### config.mk
export PLATFORM = sky130hd
export DESIGN_NAME = tcp_ctrl_top
export DESIGN_NICKNAME = d
export VERILOG_FILES = /design/src/common/tcp_pkg.sv /design/src/common/tcp_ctrl_pkg.sv /design/src/design/tcp_rx_intake.sv /design/src/conn/tcp_conn_fsm.sv /design/src/tx/tcp_seg_builder.sv /design/src/tx/tcp_tx_gate.sv /design/src/design/tcp_ctrl_top.sv
export SDC_FILE = /design/constraint.sdc
export NUM_CORES = 1
export LEC_CHECK = 0
export ABC_CLOCK_PERIOD_IN_PS = 9600
export BUFFER_PORTS_ARGS = -buffer_cell sky130_fd_sc_hd__buf_4
export CAP_MARGIN = 20
export CELL_PAD_IN_SITES_DETAIL_PLACEMENT = 1
export CELL_PAD_IN_SITES_GLOBAL_PLACEMENT = 1
export CORE_MARGIN = 2
export CORE_UTILIZATION = 46
export DETAILED_ROUTE_END_ITERATION = 12
export PLACE_DENSITY = 0.94
export SETUP_SLACK_MARGIN = 0.2
export SLEW_MARGIN = 20
export SYNTH_ARGS = -nofsm -noshare
export SYNTH_HDL_FRONTEND = slang
export SYNTH_SLANG_ARGS = --single-unit
### constraint.sdc
create_clock -name clk -period 9.6 [get_ports clk]
set_input_delay 0.48 -clock clk [delete_from_list [all_inputs] [get_ports clk]]
set_output_delay 0.48 -clock clk [all_outputs]
set_load 0.005 [all_outputs]
### src/common/tcp_pkg.sv
package tcp_pkg;

	// ------------------------------------------------------------
	// Header field types
	// ------------------------------------------------------------
	typedef logic [31:0] seq_num_t;
	typedef logic [15:0] port_t;
	typedef logic [5:0]  flags_t;
	typedef logic [15:0] data_len_t;
	typedef logic [15:0] window_t;
	typedef logic [3:0]  head_len_t;

	// Flag bits, from msb: URG ACK PSH RST SYN FIN
	localparam int FLAG_FIN = 0;
	localparam int FLAG_SYN = 1;
	localparam int FLAG_RST = 2;
	localparam int FLAG_ACK = 4;

	// ------------------------------------------------------------
	// Flag sets for transmitted segments
	// ------------------------------------------------------------
	localparam flags_t FLAGS_SYN_ACK = 6'h12;
	localparam flags_t FLAGS_ACK     = 6'h10;
	localparam flags_t FLAGS_PSH_ACK = 6'h18;
	localparam flags_t FLAGS_FIN_ACK = 6'h11;
	localparam flags_t FLAGS_RST_ACK = 6'h14;
	localparam flags_t FLAGS_RST     = 6'h04;

	// Server port, 63256 decimal
	localparam port_t LOCAL_PORT = 16'hF718;

	// ISN is not randomized
	localparam seq_num_t INIT_SEQ_NUM = 32'h0000_0000;

	// Five words, no options
	localparam head_len_t BASE_HEAD_LEN = 4'd5;

endpackage

### src/common/tcp_ctrl_pkg.sv
package tcp_ctrl_pkg;

	// Passive-open subset of the TCP state diagram
	typedef enum logic [2:0] {
		LISTEN,
		SYN_RCVD,
		ESTABLISHED,
		CLOSE_WAIT,
		LAST_ACK,
		CLOSED
	} conn_state_t;

	// Counts up to the limit itself, hence five bits
	typedef logic [4:0] pkt_cnt_t;

	// Window in bytes as computed from the peer ack
	typedef logic [31:0] tx_window_t;

	// Data segments in flight before an ACK is required
	localparam pkt_cnt_t MAX_UNACKED_PKTS = 5'd16;

	// Bytes of peer window needed to start a new segment
	localparam tx_window_t MIN_TX_WINDOW = 32'd25000;

endpackage

### src/design/tcp_rx_intake.sv
module tcp_rx_intake
	import tcp_pkg::*;
(
	input  logic   clk,
	input  logic   rst_n,
	input  logic   tcp_op_rcv_i,
	input  flags_t tcp_flags_i,
	input  logic   ctrl_cmd_start_i,
	input  logic   tcp_wdat_start_i,
	input  logic   trnsmt_busy_i,
	output logic   tcp_op_rcv_rd_o,
	output logic   accept_o,
	output logic   syn_o,
	output logic   ack_o,
	output logic   fin_o,
	output logic   rst_o
);

	logic rd_allow;

	// Reads wait while a reply or a data segment is being started
	assign rd_allow = tcp_op_rcv_i & ~ctrl_cmd_start_i & ~tcp_wdat_start_i & ~trnsmt_busy_i;

	// One-cycle read strobe
	always_ff @(posedge clk or negedge rst_n)
	begin
		if (!rst_n)
			tcp_op_rcv_rd_o <= 1'b0;
		else if (tcp_op_rcv_rd_o)
			tcp_op_rcv_rd_o <= 1'b0;
		else if (rd_allow)
			tcp_op_rcv_rd_o <= 1'b1;
	end

	// Flag events are valid only in the accepted cycle
	assign accept_o = tcp_op_rcv_i & tcp_op_rcv_rd_o;
	assign syn_o    = accept_o & tcp_flags_i[FLAG_SYN];
	assign ack_o    = accept_o & tcp_flags_i[FLAG_ACK];
	assign fin_o    = accept_o & tcp_flags_i[FLAG_FIN];
	assign rst_o    = accept_o & tcp_flags_i[FLAG_RST];

endmodule

### src/conn/tcp_conn_fsm.sv
module tcp_conn_fsm
	import tcp_pkg::*;
	import tcp_ctrl_pkg::*;
(
	input  logic        clk,
	input  logic        rst_n,
	input  logic        syn_i,
	input  logic        ack_i,
	input  logic        fin_i,
	input  logic        rst_i,
	input  port_t       tcp_source_port_i,
	output conn_state_t state_o,
	output port_t       peer_port_o,
	output logic        tcp_state_listen_o,
	output logic        tcp_state_estblsh_o
);

	conn_state_t state_q;
	conn_state_t state_d;
	port_t       peer_port_q;
	logic        open_req;
	logic        peer_rst;

	// Bare SYN opens a connection
	assign open_req = syn_i & ~ack_i;

	// RST counts only from the connected peer
	assign peer_rst = rst_i & (tcp_source_port_i == peer_port_q);

	// ------------------------------------------------------------
	// Next state
	// ------------------------------------------------------------
	always_comb
	begin
		state_d = state_q;
		case (state_q)
			LISTEN:
			begin
				if (open_req)
					state_d = SYN_RCVD;
			end
			SYN_RCVD:
			begin
				if (rst_i)
					state_d = LISTEN;
				else if (syn_i)
					state_d = CLOSED;
				else if (ack_i)
					state_d = ESTABLISHED;
			end
			ESTABLISHED:
			begin
				if (peer_rst)
					state_d = CLOSED;
				else if (fin_i)
					state_d = CLOSE_WAIT;
			end
			// Our FIN goes out from here, no wait for the application
			CLOSE_WAIT:
				state_d = LAST_ACK;
			LAST_ACK:
			begin
				if (ack_i | rst_i)
					state_d = CLOSED;
			end
			CLOSED:
				state_d = LISTEN;
			default:
				state_d = LISTEN;
		endcase
	end

	always_ff @(posedge clk or negedge rst_n)
	begin
		if (!rst_n)
			state_q <= LISTEN;
		else
			state_q <= state_d;
	end

	// Peer port latched on the opening SYN
	always_ff @(posedge clk or negedge rst_n)
	begin
		if (!rst_n)
			peer_port_q <= '0;
		else if (open_req && state_q == LISTEN)
			peer_port_q <= tcp_source_port_i;
	end

	assign state_o             = state_q;
	assign peer_port_o         = peer_port_q;
	assign tcp_state_listen_o  = (state_q == LISTEN);
	assign tcp_state_estblsh_o = (state_q == ESTABLISHED);

endmodule

### src/tx/tcp_seg_builder.sv
module tcp_seg_builder
	import tcp_pkg::*;
	import tcp_ctrl_pkg::*;
(
	input  logic        clk,
	input  logic        rst_n,
	input  conn_state_t state_i,
	input  logic        accept_i,
	input  logic        syn_i,
	input  logic        ack_i,
	input  logic        fin_i,
	input  logic        rst_i,
	input  seq_num_t    tcp_seq_num_i,
	input  seq_num_t    tcp_ack_num_i,
	input  data_len_t   tcp_data_len_i,
	input  head_len_t   tcp_options_len_i,
	input  logic        tcp_wdat_start_i,
	input  logic        tcp_wdat_stop_i,
	input  logic        tx_lock_i,
	input  data_len_t   tx_dat_len_i,
	output logic        ctrl_cmd_start_o,
	output flags_t      tcp_flags_o,
	output seq_num_t    tcp_seq_num_o,
	output seq_num_t    tcp_ack_num_o,
	output head_len_t   tcp_head_len_o,
	output data_len_t   tcp_data_len_o
);

	logic     in_listen;
	logic     in_syn_rcvd;
	logic     in_estab;
	logic     in_closed;
	logic     synack_go;
	logic     lstn_rst_go;
	logic     data_ack_go;
	logic     fin_go;
	logic     clsd_rst_go;
	logic     in_order;
	seq_num_t seg_end;
	seq_num_t rcv_next_q;

	assign in_listen   = (state_i == LISTEN);
	assign in_syn_rcvd = (state_i == SYN_RCVD);
	assign in_estab    = (state_i == ESTABLISHED);
	assign in_closed   = (state_i == CLOSED);

	// Sequence number just past the received payload
	assign seg_end  = tcp_seq_num_i + seq_num_t'(tcp_data_len_i);
	assign in_order = (tcp_seq_num_i == rcv_next_q);

	// ------------------------------------------------------------
	// Reply triggers
	// ------------------------------------------------------------
	assign synack_go   = syn_i & ~ack_i & in_listen;
	assign lstn_rst_go = ack_i & in_listen;
	assign data_ack_go = ack_i & ~fin_i & (tcp_data_len_i != '0) & in_estab;
	assign fin_go      = (state_i == CLOSE_WAIT);
	assign clsd_rst_go = accept_i & ~rst_i & in_closed;

	always_ff @(posedge clk or negedge rst_n)
	begin
		if (!rst_n)
			ctrl_cmd_start_o <= 1'b0;
		else if (ctrl_cmd_start_o)
			ctrl_cmd_start_o <= 1'b0;
		else if (synack_go | lstn_rst_go | data_ack_go | fin_go | clsd_rst_go)
			ctrl_cmd_start_o <= 1'b1;
	end

	// ------------------------------------------------------------
	// Header fields, loaded with the command pulse
	// ------------------------------------------------------------
	always_ff @(posedge clk or negedge rst_n)
	begin
		if (!rst_n)
			tcp_flags_o <= '0;
		else if (lstn_rst_go)
			tcp_flags_o <= FLAGS_RST_ACK;
		else if (synack_go)
			tcp_flags_o <= FLAGS_SYN_ACK;
		else if (tcp_wdat_start_i && in_estab)
			tcp_flags_o <= FLAGS_PSH_ACK;
		else if (ack_i && !fin_i && in_estab)
			tcp_flags_o <= FLAGS_ACK;
		else if (fin_go)
			tcp_flags_o <= FLAGS_FIN_ACK;
		else if (clsd_rst_go)
			tcp_flags_o <= ack_i ? FLAGS_RST_ACK : FLAGS_RST;
	end

	// SYN takes one number, data advances by its length at the stop
	always_ff @(posedge clk or negedge rst_n)
	begin
		if (!rst_n)
			tcp_seq_num_o <= INIT_SEQ_NUM;
		else if (lstn_rst_go)
			tcp_seq_num_o <= tcp_ack_num_i;
		else if (synack_go)
			tcp_seq_num_o <= INIT_SEQ_NUM;
		else if (ack_i && in_syn_rcvd)
			tcp_seq_num_o <= tcp_seq_num_o + 32'd1;
		else if (tcp_wdat_stop_i && tx_lock_i && in_estab)
			tcp_seq_num_o <= tcp_seq_num_o + seq_num_t'(tx_dat_len_i);
		else if (clsd_rst_go && ack_i)
			tcp_seq_num_o <= tcp_ack_num_i;
	end

	always_ff @(posedge clk or negedge rst_n)
	begin
		if (!rst_n)
			tcp_ack_num_o <= '0;
		else if (lstn_rst_go)
			tcp_ack_num_o <= tcp_seq_num_i;
		else if (synack_go || (fin_i && in_estab))
			tcp_ack_num_o <= tcp_seq_num_i + 32'd1;
		else if (ack_i && in_estab && in_order)
			tcp_ack_num_o <= seg_end;
		else if (clsd_rst_go && !ack_i)
			tcp_ack_num_o <= seg_end;
	end

	// Next in-order receive number
	always_ff @(posedge clk or negedge rst_n)
	begin
		if (!rst_n)
			rcv_next_q <= '0;
		else if (ack_i && (in_syn_rcvd || (in_estab && in_order)))
			rcv_next_q <= seg_end;
	end

	always_ff @(posedge clk or negedge rst_n)
	begin
		if (!rst_n)
			tcp_head_len_o <= BASE_HEAD_LEN;
		else if (in_closed)
			tcp_head_len_o <= BASE_HEAD_LEN + tcp_options_len_i;
		else if (lstn_rst_go || in_estab)
			tcp_head_len_o <= BASE_HEAD_LEN;
	end

	// Payload length is nonzero only for PSH+ACK
	always_ff @(posedge clk or negedge rst_n)
	begin
		if (!rst_n)
			tcp_data_len_o <= '0;
		else if (in_listen || in_closed)
			tcp_data_len_o <= '0;
		else if (tcp_wdat_start_i && in_estab)
			tcp_data_len_o <= tx_dat_len_i;
		else if (data_ack_go || (fin_i && in_estab))
			tcp_data_len_o <= '0;
	end

endmodule

### src/tx/tcp_tx_gate.sv
module tcp_tx_gate
	import tcp_pkg::*;
	import tcp_ctrl_pkg::*;
(
	input  logic        clk,
	input  logic        rst_n,
	input  conn_state_t state_i,
	input  logic        accept_i,
	input  logic        ack_i,
	input  logic        tcp_op_rcv_i,
	input  logic        ctrl_cmd_start_i,
	input  logic        trnsmt_busy_i,
	input  logic        tx_dat_avail_i,
	input  logic        tcp_wdat_stop_i,
	input  seq_num_t    tcp_ack_num_i,
	input  window_t     tcp_window_i,
	input  seq_num_t    seq_num_i,
	output logic        tcp_wdat_start_o,
	output logic        tx_lock_o
);

	pkt_cnt_t   pkt_cnt_q;
	tx_window_t window_q;
	logic       in_estab;
	logic       in_idle_state;
	logic       path_idle;
	logic       limits_ok;

	assign in_estab      = (state_i == ESTABLISHED);
	assign in_idle_state = (state_i == LISTEN) || (state_i == CLOSED);

	// Received segments and control replies go first
	assign path_idle = ~tcp_op_rcv_i & ~ctrl_cmd_start_i & ~trnsmt_busy_i;
	assign limits_ok = (pkt_cnt_q < MAX_UNACKED_PKTS) && (window_q > MIN_TX_WINDOW);

	// Lock sets on this edge, so the start lasts one cycle
	assign tcp_wdat_start_o = in_estab & path_idle & ~tx_lock_o & tx_dat_avail_i & limits_ok;

	// ------------------------------------------------------------
	// Transfer lock, held until the encoder ends the payload
	// ------------------------------------------------------------
	always_ff @(posedge clk or negedge rst_n)
	begin
		if (!rst_n)
			tx_lock_o <= 1'b0;
		else if (state_i == CLOSED)
			tx_lock_o <= 1'b0;
		else if (tcp_wdat_stop_i && in_estab)
			tx_lock_o <= 1'b0;
		else if (tcp_wdat_start_o)
			tx_lock_o <= 1'b1;
	end

	// Any ACK frees the whole flight
	always_ff @(posedge clk or negedge rst_n)
	begin
		if (!rst_n)
			pkt_cnt_q <= '0;
		else if (in_idle_state || (ack_i && in_estab))
			pkt_cnt_q <= '0;
		else if (tcp_wdat_start_o)
			pkt_cnt_q <= pkt_cnt_q + 5'd1;
	end

	// Usable window, right edge of peer window minus our next seq
	always_ff @(posedge clk or negedge rst_n)
	begin
		if (!rst_n)
			window_q <= '0;
		else if (accept_i && state_i == SYN_RCVD)
			window_q <= tx_window_t'(tcp_window_i);
		else if (accept_i && in_estab)
			window_q <= tcp_ack_num_i + tx_window_t'(tcp_window_i) - seq_num_i;
	end

endmodule

### src/design/tcp_ctrl_top.sv
module tcp_ctrl_top
	import tcp_pkg::*;
	import tcp_ctrl_pkg::*;
(
	input  logic      clk,
	input  logic      rst_n,

	// Received segment
	input  logic      tcp_op_rcv_i,
	input  port_t     tcp_source_port_i,
	input  flags_t    tcp_flags_i,
	input  seq_num_t  tcp_seq_num_i,
	input  seq_num_t  tcp_ack_num_i,
	input  data_len_t tcp_data_len_i,
	input  window_t   tcp_window_i,
	input  head_len_t tcp_options_len_i,
	output logic      tcp_op_rcv_rd_o,

	// Outgoing data source and encoder
	input  logic      tx_dat_avail_i,
	input  data_len_t tx_dat_len_i,
	input  logic      tcp_wdat_stop_i,
	input  logic      trnsmt_busy_i,
	output logic      ctrl_cmd_start_o,
	output logic      tcp_wdat_start_o,

	// Header fields of the segment to send
	output port_t     tcp_source_port_o,
	output port_t     tcp_dest_port_o,
	output flags_t    tcp_flags_o,
	output seq_num_t  tcp_seq_num_o,
	output seq_num_t  tcp_ack_num_o,
	output head_len_t tcp_head_len_o,
	output data_len_t tcp_data_len_o,

	output logic      tcp_state_listen_o,
	output logic      tcp_state_estblsh_o
);

	logic        accept_ev;
	logic        syn_ev;
	logic        ack_ev;
	logic        fin_ev;
	logic        rst_ev;
	logic        tx_lock;
	conn_state_t conn_state;

	assign tcp_source_port_o = LOCAL_PORT;

	tcp_rx_intake u_tcp_rx_intake (
		.clk,
		.rst_n,
		.tcp_op_rcv_i,
		.tcp_flags_i,
		.ctrl_cmd_start_i (ctrl_cmd_start_o),
		.tcp_wdat_start_i (tcp_wdat_start_o),
		.trnsmt_busy_i,
		.tcp_op_rcv_rd_o,
		.accept_o         (accept_ev),
		.syn_o            (syn_ev),
		.ack_o            (ack_ev),
		.fin_o            (fin_ev),
		.rst_o            (rst_ev)
	);

	tcp_conn_fsm u_tcp_conn_fsm (
		.clk,
		.rst_n,
		.syn_i               (syn_ev),
		.ack_i               (ack_ev),
		.fin_i               (fin_ev),
		.rst_i               (rst_ev),
		.tcp_source_port_i,
		.state_o             (conn_state),
		.peer_port_o         (tcp_dest_port_o),
		.tcp_state_listen_o,
		.tcp_state_estblsh_o
	);

	tcp_seg_builder u_tcp_seg_builder (
		.clk,
		.rst_n,
		.state_i           (conn_state),
		.accept_i          (accept_ev),
		.syn_i             (syn_ev),
		.ack_i             (ack_ev),
		.fin_i             (fin_ev),
		.rst_i             (rst_ev),
		.tcp_seq_num_i,
		.tcp_ack_num_i,
		.tcp_data_len_i,
		.tcp_options_len_i,
		.tcp_wdat_start_i  (tcp_wdat_start_o),
		.tcp_wdat_stop_i,
		.tx_lock_i         (tx_lock),
		.tx_dat_len_i,
		.ctrl_cmd_start_o,
		.tcp_flags_o,
		.tcp_seq_num_o,
		.tcp_ack_num_o,
		.tcp_head_len_o,
		.tcp_data_len_o
	);

	tcp_tx_gate u_tcp_tx_gate (
		.clk,
		.rst_n,
		.state_i          (conn_state),
		.accept_i         (accept_ev),
		.ack_i            (ack_ev),
		.tcp_op_rcv_i,
		.ctrl_cmd_start_i (ctrl_cmd_start_o),
		.trnsmt_busy_i,
		.tx_dat_avail_i,
		.tcp_wdat_stop_i,
		.tcp_ack_num_i,
		.tcp_window_i,
		.seq_num_i        (tcp_seq_num_o),
		.tcp_wdat_start_o,
		.tx_lock_o        (tx_lock)
	);

endmodule

==> impl_metrics.sql <==
INSERT INTO impl_metrics (metric_group, metric, value, unit) VALUES
('run_status', 'run_status', 'finished, final reports clean', ''),
('routing', 'maxUsedRoutingLayer', 'met5', ''),
('clock_tree', 'cts-htree-levels', '4', ''),
('setup_path', 'timing.critical_path.cells', 'fa_1, inv_1, fa_1, a21o_1, a21oi_2, o21ai_0, o21ba_2, o41a_4, a211o_1, a31oi_1, xnor2_1, a22o_1', ''),
('setup_path', 'start_kind', 'flip-flop', ''),
('run', 'drv.max_cap_violation_count', '0', ''),
('synthesis', 'ys_ff_latch', '180', ''),
('sta', 'tns', '0', 'ns'),
('synthesis', 'postSynthAreaPerCell', '8.454', 'µm²'),
('clock_tree', 'cts_setup_buffers', '0', ''),
('floorplanning', 'placeableCoreArea', '30670', 'µm²'),
('setup_path', 'crit_type', 'flip-flop to flip-flop', ''),
('synthesis', 'synth-main-ff-cell', 'dfrtp_1', ''),
('floorplanning', 'floorplan.initialDensity', '46.75', '%'),
('clock_tree', 'cts.clk_slew.worst_paths', '0.07', 'ns'),
('sta', 'max_slew.worst_pin.slew', '1.113', 'ns'),
('placement', 'dp_hpwl', '40170', 'µm'),
('synthesis', 'yosysTopAreaCell', 'dfrtp_1', ''),
('sta', 'fin_worst_skew', '0.01677', 'ns'),
('sta', 'timing.slew.headroom', '25.14', '%'),
('synthesis', 'syn_area', '14340', 'µm²'),
('setup_path', 'worst-path-buf-inv', '1', ''),
('clock_tree', 'clk_latency', '0.46', 'ns'),
('setup_path', 'timing.critical_path.to_type', 'flip-flop', ''),
('clock_tree', 'tritoncts', 'built', ''),
('setup_path', 'crit_path_frequent_cell', 'fa_1', ''),
('grt', 'grt_max_degree', '101', ''),
('sta', 'finalHoldViolCount', '0', ''),
('synthesis', 'async_flop_share', '100.0', '%'),
('synthesis', 'yosys.cell_types.count', '87', ''),
('clock_tree', 'holdBufCountCts', '0', ''),
('floorplanning', 'top_level_ports', '271', ''),
('synthesis', 'synth_edf_count', '0', ''),
('final_layout', 'drive_above_1_share', '19.03', '%'),
('routing', 'route.detailed.vias_per_inst', '6.329', ''),
('grt', 'grt_remaining_overflow', '0', ''),
('floorplanning', 'die_width', '180.5', 'µm'),
('clock_tree', 'clk_path_buf_depth', '2', ''),
('clock_tree', 'post_cts_resized', '0', ''),
('grt', 'wire_length_of_the_first_global_routing_pass', '84920', 'µm'),
('final_layout', 'fin_nets', '2134', ''),
('synthesis', 'top_post_synthesis_cells_by_count', 'nand2_1 (192), dfrtp_1 (178), o21ai_0 (123)', ''),
('floorplanning', 'design.die.area', '32600', 'µm²'),
('clock_tree', 'clockRootBuffer', 'clkbuf_16', ''),
('floorplanning', 'dieHeight', '180.5', 'µm'),
('setup_path', 'critical_path_at', '4.20', 'ns'),
('setup_path', 'crit_path_top_delay_cell', 'fa_1', ''),
('grt', 'grt_pass1_vias', '15510', ''),
('synthesis', 'synth_top_area_share', '31.07', '%'),
('setup_path', 'cp_top_family', 'compound AO/OA/AOI/OAI gates', ''),
('setup_path', 'critical-path-max-stage-delay', '0.51', 'ns'),
('grt', 'antenna_found_initial', '2', ''),
('power_and_ir_drop', 'pwr_cell_area', '286.1', 'nW/µm²'),
('power_and_ir_drop', 'total_leakage_power', '7.865', 'nW'),
('power_and_ir_drop', 'total_power', '4.866', 'mW'),
('sta', 'rsz0062_at_grt', 'false', ''),
('routing', 'route.antenna.remaining_nets', '0', ''),
('synthesis', 'synth.yosys.warnings', '0', ''),
('synthesis', 'synth_area_leaders', 'dfrtp_1 (31%), ha_1 (7.2%), xnor2_1 (6.0%)', ''),
('setup_path', 'cp_max_fo', '6', ''),
('synthesis', 'yosysMostFrequentCell', 'nand2_1', ''),
('power_and_ir_drop', 'irDropWorstVdd', '0.1787', 'mV'),
('final_layout', 'synthToLayoutAreaGrowth', '18.62', '%'),
('placement', 'post-place-cells', '2265', ''),
('setup_path', 'crit_required', '9.94', 'ns'),
('floorplanning', 'core.rowCount', '64', ''),
('routing', 'first_pass_iters', '5', ''),
('sta', 'final_min_period_over_clock_period', '40.15', '%'),
('routing', 'initialDrtViolationCount', '1286', ''),
('synthesis', 'seq_area_frac_synth', '31.43', '%'),
('clock_tree', 'cts.sinks', '180', '');
[layer usage]
layer,GRT usage [%],vias up
met5,0,-
met4,18.03,2
met3,5.942,200
met2,55.65,707
met1,39.21,7201
li1,-,6440
[power breakdown]
group | switching [mW] | internal, mW | total, mW
combinational | 1.49 | 1.20 | 2.69
clock | 0.356 | 0.375 | 0.730
sequential | 0.384 | 1.06 | 1.45
[metrics by stage]
step | hold slack (ns) | area, µm² | util [%] | setup slack [ns]
floorplan | 0.1844 | 14390 | - | 6.039
global placement | 0.4587 | 16390 | 53.45 | 5.739
detailed placement | 0.4733 | 16390 | 53.45 | 5.635
CTS | 0.1528 | 16970 | 55.34 | 5.764
global route | 0.1594 | 17010 | 55.45 | 5.524
finish | 0.1182 | 17010 | 55.45 | 5.745
[worst reg2reg max path, delay by kind of cell (launching register included)]
| kind | cells | cell delay, ns |
|---|---|---|
| AOI/OAI and AO/OA | 8 | 2.11 |
| xor gates and xnor gates | 1 | 0.10 |
| adders and majority gates | 2 | 0.99 |
| buffers and inverters | 1 | 0.07 |
| DFF | 1 | 0.47 |
[cells in the final DEF, fill, tap and decap left out, types with 8 or more instances in the layout]
cell,synthesis,routed
o31ai_1,8,8
nand3_1,33,33
nor4_1,18,18
or3_1,12,12
nor3_1,30,30
mux2_2,30,30
xor2_1,64,64
and2_1,9,9
buf_4,20,264
a21oi_1,112,112
o21bai_1,8,8
nand2b_1,10,10
a22o_1,24,24
nor2_1,119,116
xnor2_1,98,98
a221oi_1,13,13
conb_1,2,17
dfrtp_1,178,178
and3_1,22,21
a311oi_1,10,10
clkbuf_16,0,17
a211oi_1,26,26
o22ai_1,18,18
o21a_1,11,11
a21o_1,32,32
nand4_1,31,31
fa_1,18,18
a31oi_1,17,17
inv_1,98,98
nand2_1,192,192
ha_1,83,83
o21ai_0,123,123
a22oi_1,17,17
o211ai_1,13,13
[logic make-up (layout without fill, tap and decap cells)]
family / count (synthesis) / after routing / synth area share, %
DFF: 180 / 180 / 31.43
muxes: 37 / 37 / 2.845
adders and majority gates: 101 / 101 / 9.757
other: 2 / 18 / 0.05238
xor gates and xnor gates: 162 / 162 / 9.896
and+or+nand+nor: 516 / 516 / 17.22
buffers and inverters: 207 / 398 / 6.266
AOI/OAI and AO/OA: 491 / 491 / 22.53
[state kept, by name (all words and copies together) (netlist names)]
register	cells
u_tcp_seg_builder.tcp_data_len_o	16
u_tcp_seg_builder.tcp_head_len_o	4
u_tcp_tx_gate.tx_lock_o	1
u_tcp_seg_builder.ctrl_cmd_start_o	1
u_tcp_tx_gate.window_q	32
u_tcp_tx_gate.pkt_cnt_q	5
u_tcp_conn_fsm.peer_port_o	16
u_tcp_rx_intake.tcp_op_rcv_rd_o	1
u_tcp_seg_builder.tcp_seq_num_o	32
u_tcp_seg_builder.rcv_next_q	32
u_tcp_seg_builder.tcp_ack_num_o	32
u_tcp_conn_fsm.state_o	3
u_tcp_seg_builder.tcp_flags_o	5
[worst paths after layout]
check	startpoint	end	slack, ns	cells after the start
setup / recovery	u_tcp_seg_builder.tcp_seq_num_o[1]	u_tcp_tx_gate.window_q[24]	5.75	12
hold / removal	rst_n	u_tcp_seg_builder.tcp_ack_num_o[0]	0.12	1
setup reg to reg	u_tcp_seg_builder.tcp_seq_num_o[1]	u_tcp_tx_gate.window_q[24]	5.75	12
hold reg to reg	u_tcp_seg_builder.tcp_ack_num_o[20]	u_tcp_seg_builder.tcp_ack_num_o[20]	0.48	2
max in group asynchronous	rst_n	u_tcp_conn_fsm.peer_port_o[6]	8.20	2
min in group clk	tcp_options_len_i[0]	u_tcp_seg_builder.tcp_head_len_o[0]	0.18	2
[layout make-up]
cell class | count | area (µm²) | share of cell area [%]
Tap cell | 396 | 495.5 | 2.913
Inverter | 99 | 371.6 | 2.185
Multi-Input combinational cell | 1324 | 9015 | 53.01
Clock buffer | 19 | 442.9 | 2.604
Sequential cell | 180 | 4507 | 26.50
Clock inverter | 13 | 138.9 | 0.8166
Antenna cell | 1 | 2.502 | 0.01471
Timing Repair Buffer | 267 | 2034 | 11.96
Power figures use the tool's default switching activity.
